## src/source/gpio_pinmap.svh

```systemverilog
// pad numbering shared by the board top and the core.
localparam int N_GPIOS    = 8;

// d-pad buttons.
localparam int PIN_DPAD_U = 0;
localparam int PIN_DPAD_D = 1;
localparam int PIN_DPAD_L = 2;
localparam int PIN_DPAD_R = 3;

// user led, driven when padout and padoe are both set.
localparam int PIN_LED    = 4;
```

## src/source/riscboy_pkg.sv

```systemverilog
package riscboy_pkg;

	// one byte on the serial line, in either direction.
	typedef logic [7:0] uart_byte_t;

	// one bit per gpio pad.
	typedef logic [7:0] gpio_vec_t;

	// opcode field, bits 7:6 of a command byte.
	// the low six bits of the command are don't-care.
	typedef enum logic [1:0] {
		op_read_in   = 2'd0,
		op_write_out = 2'd1,
		op_write_oe  = 2'd2,
		op_read_out  = 2'd3
	} gpio_op_t;

	// command assembly.
	typedef enum logic {
		dec_wait_cmd,
		dec_wait_data
	} decode_state_t;

	// shared by the receiver and the transmitter.
	typedef enum logic [1:0] {
		uart_idle,
		uart_start,
		uart_data,
		uart_stop
	} uart_state_t;

endpackage

```

## src/source/riscboy_fpga.sv

```systemverilog
`timescale 1ns/1ps

module riscboy_fpga import riscboy_pkg::*; #(
	parameter int        CLK_DIV    = 104,
	parameter gpio_vec_t PAD_INVERT = 8'h04,
	parameter int        SHIFT      = 3,
	parameter int        COUNT      = 200
) (
	input  logic       clk_osc,
	input  logic       rst_n,

	output logic [6:0] led,

	output logic       uart_tx,
	input  logic       uart_rx,

	input  logic       dpad_u,
	input  logic       dpad_d,
	input  logic       dpad_l,
	input  logic       dpad_r
);

`include "gpio_pinmap.svh"

	logic      sys_rst_n;
	gpio_vec_t padout;
	gpio_vec_t padoe;
	gpio_vec_t padin;

	// clk_osc runs the whole design, no pll here.
	fpga_reset #(
		.SHIFT (SHIFT),
		.COUNT (COUNT)
	) rstgen (
		.clk         (clk_osc),
		.force_rst_n (rst_n),
		.rst_n       (sys_rst_n)
	);

	riscboy_core #(
		.CLK_DIV    (CLK_DIV),
		.PAD_INVERT (PAD_INVERT)
	) core (
		.clk_sys (clk_osc),
		.rst_n   (sys_rst_n),
		.uart_rx (uart_rx),
		.uart_tx (uart_tx),
		.padout  (padout),
		.padoe   (padoe),
		.padin   (padin)
	);

	// pads without a pin read back their own driven level.
	always_comb begin
		padin             = padout & padoe;
		padin[PIN_DPAD_U] = dpad_u;
		padin[PIN_DPAD_D] = dpad_d;
		padin[PIN_DPAD_L] = dpad_l;
		padin[PIN_DPAD_R] = dpad_r;
	end

	// right button and user leds are active low on the main board.
	assign led = {
		!uart_tx,
		!uart_rx,
		padin[PIN_DPAD_U],
		padin[PIN_DPAD_D],
		padin[PIN_DPAD_L],
		!padin[PIN_DPAD_R],
		!(padout[PIN_LED] && padoe[PIN_LED])
	};

endmodule

```

## src/source/riscboy_core.sv

```systemverilog
`timescale 1ns/1ps

module riscboy_core import riscboy_pkg::*; #(
	parameter int        CLK_DIV    = 104,
	parameter gpio_vec_t PAD_INVERT = 8'h04
) (
	input  logic      clk_sys,
	input  logic      rst_n,
	input  logic      uart_rx,
	output logic      uart_tx,
	output gpio_vec_t padout,
	output gpio_vec_t padoe,
	input  gpio_vec_t padin
);

`include "gpio_pinmap.svh"

	// pad vectors must cover every pad in the pin map.
	if ($bits(gpio_vec_t) != N_GPIOS) begin : g_pad_width_check
		$error("gpio_vec_t width does not match N_GPIOS");
	end

	uart_byte_t rx_data;
	logic       rx_valid;
	uart_byte_t tx_data;
	logic       tx_start;
	logic       tx_busy;
	gpio_op_t   op;
	gpio_vec_t  operand;
	logic       op_valid;
	gpio_vec_t  result;
	logic       result_valid;

	uart_link #(
		.CLK_DIV (CLK_DIV)
	) uart0 (
		.clk_sys  (clk_sys),
		.rst_n    (rst_n),
		.uart_rx  (uart_rx),
		.uart_tx  (uart_tx),
		.rx_data  (rx_data),
		.rx_valid (rx_valid),
		.tx_data  (tx_data),
		.tx_start (tx_start),
		.tx_busy  (tx_busy)
	);

	cmd_decode decode (
		.clk_sys  (clk_sys),
		.rst_n    (rst_n),
		.rx_data  (rx_data),
		.rx_valid (rx_valid),
		.op       (op),
		.operand  (operand),
		.op_valid (op_valid)
	);

	gpio_execute #(
		.PAD_INVERT (PAD_INVERT)
	) execute (
		.clk_sys      (clk_sys),
		.rst_n        (rst_n),
		.op           (op),
		.operand      (operand),
		.op_valid     (op_valid),
		.padin        (padin),
		.padout       (padout),
		.padoe        (padoe),
		.result       (result),
		.result_valid (result_valid)
	);

	resp_result respond (
		.clk_sys      (clk_sys),
		.rst_n        (rst_n),
		.result       (result),
		.result_valid (result_valid),
		.tx_busy      (tx_busy),
		.tx_data      (tx_data),
		.tx_start     (tx_start)
	);

endmodule

```

## src/source/resp_result.sv

```systemverilog
`timescale 1ns/1ps

module resp_result import riscboy_pkg::*; (
	input  logic       clk_sys,
	input  logic       rst_n,
	input  gpio_vec_t  result,
	input  logic       result_valid,
	input  logic       tx_busy,
	output uart_byte_t tx_data,
	output logic       tx_start
);

	logic pending;

	// tx_data doubles as the one-entry slot.
	always_ff @(posedge clk_sys) begin
		if (result_valid)
			tx_data <= result;
	end

	always_ff @(posedge clk_sys or negedge rst_n) begin
		if (!rst_n) begin
			pending  <= 1'b0;
			tx_start <= 1'b0;
		end else begin
			tx_start <= 1'b0;
			if (result_valid) begin
				// straight through when the line is free.
				if (tx_busy)
					pending <= 1'b1;
				else
					tx_start <= 1'b1;
			end else if (pending && !tx_busy) begin
				pending  <= 1'b0;
				tx_start <= 1'b1;
			end
		end
	end

endmodule

```

## src/source/gpio_execute.sv

```systemverilog
`timescale 1ns/1ps

module gpio_execute import riscboy_pkg::*; #(
	parameter gpio_vec_t PAD_INVERT = 8'h04
) (
	input  logic      clk_sys,
	input  logic      rst_n,
	input  gpio_op_t  op,
	input  gpio_vec_t operand,
	input  logic      op_valid,
	input  gpio_vec_t padin,
	output gpio_vec_t padout,
	output gpio_vec_t padoe,
	output gpio_vec_t result,
	output logic      result_valid
);

	gpio_vec_t padin_meta;
	gpio_vec_t padin_sync;
	gpio_vec_t padin_cond;

	// per-pad polarity fix after the synchronizer.
	assign padin_cond = padin_sync ^ PAD_INVERT;

	always_ff @(posedge clk_sys or negedge rst_n) begin
		if (!rst_n) begin
			padin_meta   <= '0;
			padin_sync   <= '0;
			padout       <= '0;
			padoe        <= '0;
			result_valid <= 1'b0;
		end else begin
			padin_meta   <= padin;
			padin_sync   <= padin_meta;
			result_valid <= op_valid;
			if (op_valid) begin
				case (op)
				op_write_out: padout <= operand;
				op_write_oe:  padoe  <= operand;
				default: ;
				endcase
			end
		end
	end

	// response byte, valid alongside result_valid.
	always_ff @(posedge clk_sys) begin
		if (op_valid) begin
			case (op)
			op_read_in:   result <= padin_cond;
			op_write_out: result <= operand;
			op_write_oe:  result <= operand;
			op_read_out:  result <= padout;
			default:      result <= padout;
			endcase
		end
	end

endmodule

```

## src/source/cmd_decode.sv

```systemverilog
`timescale 1ns/1ps

module cmd_decode import riscboy_pkg::*; (
	input  logic       clk_sys,
	input  logic       rst_n,
	input  uart_byte_t rx_data,
	input  logic       rx_valid,
	output gpio_op_t   op,
	output gpio_vec_t  operand,
	output logic       op_valid
);

	decode_state_t state;
	gpio_op_t      cmd_op;
	logic          cmd_has_data;

	assign cmd_op = gpio_op_t'(rx_data[7:6]);

	// writes carry a second byte.
	assign cmd_has_data = (cmd_op == op_write_out) || (cmd_op == op_write_oe);

	always_ff @(posedge clk_sys or negedge rst_n) begin
		if (!rst_n) begin
			state    <= dec_wait_cmd;
			op       <= op_read_in;
			op_valid <= 1'b0;
		end else begin
			op_valid <= 1'b0;
			case (state)
			dec_wait_cmd: if (rx_valid) begin
				op <= cmd_op;
				if (cmd_has_data)
					state <= dec_wait_data;
				else
					op_valid <= 1'b1;
			end
			dec_wait_data: if (rx_valid) begin
				// opcode was latched with the first byte.
				op_valid <= 1'b1;
				state    <= dec_wait_cmd;
			end
			default: state <= dec_wait_cmd;
			endcase
		end
	end

	// data byte of a write command.
	always_ff @(posedge clk_sys) begin
		if (state == dec_wait_data && rx_valid)
			operand <= rx_data;
	end

endmodule

```

## src/source/uart_link.sv

```systemverilog
`timescale 1ns/1ps

module uart_link import riscboy_pkg::*; #(
	parameter int CLK_DIV = 104
) (
	input  logic       clk_sys,
	input  logic       rst_n,
	input  logic       uart_rx,
	output logic       uart_tx,
	output uart_byte_t rx_data,
	output logic       rx_valid,
	input  uart_byte_t tx_data,
	input  logic       tx_start,
	output logic       tx_busy
);

	localparam int W_DIV = $clog2(CLK_DIV);

	uart_state_t      rx_state;
	logic [1:0]       rx_sync;
	logic             rx_s;
	logic [W_DIV-1:0] rx_cnt;
	logic [2:0]       rx_bit;
	uart_byte_t       rx_shift;

	uart_state_t      tx_state;
	logic [W_DIV-1:0] tx_cnt;
	logic [2:0]       tx_bit;
	uart_byte_t       tx_shift;

	assign rx_s = rx_sync[1];

	// receiver; first count runs half a bit to land mid start bit.
	always_ff @(posedge clk_sys or negedge rst_n) begin
		if (!rst_n) begin
			rx_sync  <= 2'b11;
			rx_state <= uart_idle;
			rx_cnt   <= '0;
			rx_bit   <= '0;
			rx_valid <= 1'b0;
		end else begin
			rx_sync  <= {rx_sync[0], uart_rx};
			rx_valid <= 1'b0;
			if (rx_state != uart_idle && rx_cnt != '0) begin
				rx_cnt <= rx_cnt - 1'b1;
			end else begin
				case (rx_state)
				uart_idle: if (!rx_s) begin
					rx_state <= uart_start;
					rx_cnt   <= W_DIV'(CLK_DIV / 2 - 1);
				end
				uart_start: begin
					// a start bit that has gone high again was a glitch.
					rx_state <= rx_s ? uart_idle : uart_data;
					rx_cnt   <= W_DIV'(CLK_DIV - 1);
					rx_bit   <= '0;
				end
				uart_data: begin
					rx_cnt <= W_DIV'(CLK_DIV - 1);
					rx_bit <= rx_bit + 1'b1;
					if (rx_bit == 3'd7)
						rx_state <= uart_stop;
				end
				uart_stop: begin
					// framing error drops the byte.
					rx_valid <= rx_s;
					rx_state <= uart_idle;
				end
				default: rx_state <= uart_idle;
				endcase
			end
		end
	end

	// lsb first.
	always_ff @(posedge clk_sys) begin
		if (rx_state == uart_data && rx_cnt == '0)
			rx_shift <= {rx_s, rx_shift[7:1]};
	end

	assign rx_data = rx_shift;

	// transmitter.
	always_ff @(posedge clk_sys or negedge rst_n) begin
		if (!rst_n) begin
			tx_state <= uart_idle;
			tx_cnt   <= '0;
			tx_bit   <= '0;
			uart_tx  <= 1'b1;
		end else if (tx_state != uart_idle && tx_cnt != '0) begin
			tx_cnt <= tx_cnt - 1'b1;
		end else begin
			tx_cnt <= W_DIV'(CLK_DIV - 1);
			case (tx_state)
			uart_idle: if (tx_start) begin
				tx_state <= uart_start;
				uart_tx  <= 1'b0;
			end
			uart_start: begin
				tx_state <= uart_data;
				tx_bit   <= '0;
				uart_tx  <= tx_shift[0];
			end
			uart_data: begin
				tx_bit <= tx_bit + 1'b1;
				if (tx_bit == 3'd7) begin
					tx_state <= uart_stop;
					uart_tx  <= 1'b1;
				end else begin
					uart_tx  <= tx_shift[1];
				end
			end
			uart_stop: tx_state <= uart_idle;
			default: tx_state <= uart_idle;
			endcase
		end
	end

	always_ff @(posedge clk_sys) begin
		if (tx_state == uart_idle && tx_start)
			tx_shift <= tx_data;
		else if (tx_state == uart_data && tx_cnt == '0)
			tx_shift <= {1'b1, tx_shift[7:1]};
	end

	assign tx_busy = (tx_state != uart_idle);

endmodule

```

## src/source/fpga_reset.sv

```systemverilog
`timescale 1ns/1ps

module fpga_reset #(
	parameter int SHIFT = 3,
	parameter int COUNT = 200
) (
	input  logic clk,
	input  logic force_rst_n,
	output logic rst_n
);

	localparam int W_COUNT = $clog2(COUNT + 1);

	logic [SHIFT-1:0]   sync;
	logic [W_COUNT-1:0] delay;
	logic               rst_n_q;

	// synchronizer clears at once, then fills with ones after release.
	// the counter only runs once the synchronizer output has settled.
	always_ff @(posedge clk or negedge force_rst_n) begin
		if (!force_rst_n) begin
			sync    <= '0;
			delay   <= W_COUNT'(COUNT - 1);
			rst_n_q <= 1'b0;
		end else begin
			sync <= {sync[SHIFT-2:0], 1'b1};
			if (sync[SHIFT-1]) begin
				if (delay != '0) begin
					delay <= delay - 1'b1;
				end else begin
					rst_n_q <= 1'b1;
				end
			end
		end
	end

	// release lands SHIFT + COUNT clocks after force_rst_n rises.
	assign rst_n = rst_n_q;

endmodule

```

## config.mk

```make
export PLATFORM = sky130hd
export DESIGN_NAME = riscboy_fpga
export DESIGN_NICKNAME = d
export VERILOG_FILES = /design/src/source/riscboy_pkg.sv /design/src/source/riscboy_fpga.sv /design/src/source/riscboy_core.sv /design/src/source/resp_result.sv /design/src/source/gpio_execute.sv /design/src/source/cmd_decode.sv /design/src/source/uart_link.sv /design/src/source/fpga_reset.sv
export VERILOG_INCLUDE_DIRS = /design/src /design/src/source
export SDC_FILE = /design/constraint.sdc
export NUM_CORES = 1
export LEC_CHECK = 0
export ABC_AREA = 1
export BUFFER_PORTS_ARGS = -buffer_cell sky130_fd_sc_hd__buf_2
export CORE_MARGIN = 8
export CORE_UTILIZATION = 50
export CTS_CLUSTER_SIZE = 14
export DETAILED_ROUTE_END_ITERATION = 6
export PLACE_DENSITY = 0.73
export SETUP_SLACK_MARGIN = 0.1
export SLEW_MARGIN = 30
export SYNTH_ARGS = -nofsm -noshare
export SYNTH_HDL_FRONTEND = slang
export SYNTH_SLANG_ARGS = --single-unit
```

## constraint.sdc

```tcl
create_clock -name clk_osc -period 4.2 [get_ports clk_osc]
set_clock_uncertainty 0.1 [all_clocks]
set_input_delay 0.21 -clock clk_osc [delete_from_list [all_inputs] [get_ports clk_osc]]
set_output_delay 0.21 -clock clk_osc [all_outputs]
set_load 0.05 [all_outputs]
```

==> results by group <==
Worst setup path
  • CP max FO: 8
  • Setup Crit Path Kind: flop to flop
  • Reg-to-Reg Start: core.uart0.rx_cnt[0]
  • R2R Setup Slk: 2.31 ns
  • Worst reg2reg endpoint: core.uart0.rx_data[4]
  • Crit path DAT: approximately 1.9 ns
  • Worst reg-to-reg path cell count: 6
  • Crit path capture type: flop
  • Worst Path Required: about 4.2 ns
  • Crit path launch type: flop

Place
  • Placed instance area: 5100 sq um
  • Placed instance count: ~600
  • GP Congestion: just under 0.8
  • Worst slack, placed: between 2 and 2.5 ns
  • Port Buf Inserts: 14
  • Hpwl dp: 5270 um

Drt
  • Via count: between 3000 and 4000
  • DRC: 0
  • Top Metal Used: met4
  • Post-route ant nets: 0
  • Initial DRT Pass Iterations: 4
  • DRT met1 WL: roughly 3700 um
  • DRT iter0 DRCs: a little over 200
  • Avg WL per Cell: 12.9 um
  • Met3 routed WL: 241 um
  • Met2 wire len: a little over 4000 um
  • Post-Route WL: just over 8000 um
  • Drt via density: between 4 and 5

Floorplanning
  • # IOs: 15
  • Die width: ~120 um
  • Total core area: 9680 sq um
  • # rows: 36
  • Starting Density: 50.9%
  • DIE AREA: between 10000 and 15000 sq um
  • Die Y: about 120 um

Clock network
  • CTS Buf Count: 17
  • Gates resized, CTS repair: 0
  • Register clock-pin slew on the reported worst setup and hold paths: 0.06 ns
  • Worst-case clock buffer depth: 2
  • Root Buffer Master: clkbuf_8
  • Clock latency on the worst-skew pair: about 0.50 ns
  • Clock sink total: 115
  • CTS tree: done
  • H-tree depth: 4

Logic synthesis
  • Register area share after synthesis: between 60% and 70%
  • Ys Warns: 0
  • Syn nets: around 480
  • Synth top area cells: dfrtp_1 34%, edfxtp_1 24%, nand2_1 7.9%
  • Number of library cell types mapped by synthesis: 41
  • Area leader, netlist: dfrtp_1
  • Commonest register cell after synthesis: dfrtp_1
  • Top cell type's share of synthesized area: approximately 34%
  • Synth async-reset ratio: ~65%
  • Syn avg cell area: roughly 11 sq um
  • Synth Register Bits: 115
  • Mapped Area: between 4000 and 5000 sq um
  • Post-synth EDFFs: 40
  • Cells after Synth: 448

Finish
  • Post-route cell area: between 5000 and 6000 sq um
  • P&R area growth vs syn: 17.1%
  • Most frequent cells in the layout: 104 x nand2_1, 66 x dfrtp_1, 50 x inv_1
  • Share of cells above drive strength 1: 17.7%
  • Fillcell total: approximately 740
  • Post-Layout Cell Count: 625
  • Register area: just over 3000 sq um
  • Ant diodes: 0
  • Most common cell after layout, fill and taps aside: nand2_1
  • Final-stage net count: a little over 500
  • Area of the multi-input gates: 1580 sq um
  • Utilization after layout: between 50% and 60%

Pwr
  • LEAKAGE: 2.64 nW
  • Pwr dens: 664 nW/um^2
  • Peak VDD IR: 0.447 mV
  • Total power: approximately 3.8 mW

STA
  • FMAX: around 530 MHz
  • PnR worst setup slack: approximately 2.3 ns
  • Shortest period the worst path allows: between 1.5 and 2 ns
  • WHS: 0.0136 ns
  • RSZ-0062 raised after global routing: false
  • Final Max Tran Viols: 0
  • Setup-failing EPs final: 0
  • Worst slew margin relative to its limit: roughly 47%
  • Worst Tran Pin Value: about 0.8 ns
  • TNS Setup: 0 ns
  • Hold Vio Cnt, Final: 0
  • Period utilization: 45.1%

Global route
  • Largest net degree at the start of global routing: 64
  • GRT Util Overall: between 10% and 20%
  • First-pass GRT wire length: 14500 um
  • Initial antenna violation count: 0
  • Vias in the first global route: about 3200
  • GRT Residual Overflow: 0

Min path
  • Hold Crit Class: input pin to async pin

Outcome
  • Status: finished, final reports clean

Flow run
  • MaxCap Viol Count: 0
synth_stat cells, types with 2 or more instances:
| master | number |
|---|---|
| a21boi_0 | 2 |
| a21oi_1 | 20 |
| buf_2 | 2 |
| buf_4 | 3 |
| dfrtp_1 | 67 |
| dfstp_2 | 8 |
| edfxtp_1 | 40 |
| ha_1 | 22 |
| inv_1 | 50 |
| mux2_2 | 4 |
| nand2_1 | 104 |
| nand2_2 | 4 |
| nand2_4 | 2 |
| nand3_1 | 11 |
| nand3_2 | 2 |
| nand4_1 | 12 |
| nor2_1 | 27 |
| nor2_2 | 2 |
| nor2_4 | 3 |
| o21a_1 | 2 |
| o21ai_0 | 17 |
| o21ai_1 | 11 |
| o21ai_2 | 3 |
| or2_2 | 6 |
| xnor2_1 | 4 |
| xor2_1 | 5 |
routing by layer:
metal | vias up | GRT usage, %
met5 | - | 0
met4 | 0 | 4.82
met3 | 8 | 4.31
met2 | 46 | 23.5
met1 | 1456 | 16.1
li1 | 1529 | -
registers in the layout, indices dropped and copies added (netlist names), 3 cells and up, named ones only:
register	cells
core.uart0.rx_data	8
core.execute.padin_sync	8
core.execute.padoe	4
core.execute.result	8
core.decode.operand	8
core.execute.padin_meta	8
core.uart0.rx_bit	3
core.uart0.rx_cnt	7
rstgen.delay	8
core.execute.padout	8
core.uart0.tx_shift	8
rstgen.sync	3
core.uart0.tx_bit	3
core.uart0.tx_cnt	7
core.respond.tx_data	8
critical path, stage by stage, from the launching register on:
cell and delay (ns):
dfrtp_1 0.36, inv_1 0.14, ha_1 0.17, inv_1 0.06
nor2_4 0.10, nand3_4 0.10, nor2_1 0.50
what timing repair did:
| action | CTS | global route |
|---|---|---|
| buffers inserted | 0 | 0 |
| hold buffers | 6 | 0 |
| endpoints found under the hold margin | 17 | 0 |
report_power, final:
| group | internal, mW | switching (mW) | total [mW] |
|---|---|---|---|
| registers | 1.33 | 0.122 | 1.46 |
| logic | 0.317 | 0.594 | 0.910 |
| clock network | 0.922 | 0.543 | 1.46 |
cell type report:
type	count	area share [%]
inverter	51	3.32
sequential	115	53.5
multi-input combinational	273	27.3
timing repair buffer	21	2.39
tap	133	2.88
clock inverter	15	3.36
clock buffer	17	7.18
logic make-up after synthesis:
group / synth area share (%)
AOI/OAI and AO/OA: 6.91
adders and majority gates: 5.59
muxes: 0.914
xor gates and xnor gates: 1.93
DFF: 62.7
other: 0.0761
buffers and inverters: 5.33
and+or+nand+nor: 16.6
how the worst max path moves through the flow:
stage | slack [ns] | to | from
floorplan | 2.11 | rstgen.rst_n | rstgen.rst_n
global placement | 2.13 | core.uart0.tx_shift[4] | core.uart0.tx_cnt[0]
detailed placement | 2.02 | core.uart0.tx_shift[2] | core.uart0.tx_state[0]
CTS | 2.00 | core.uart0.tx_shift[0] | core.uart0.tx_state[0]
global route | 2.12 | core.uart0.rx_data[4] | core.uart0.rx_cnt[0]
finish | 2.31 | core.uart0.rx_data[4] | core.uart0.rx_cnt[0]
Power figures use the tool's default switching activity.
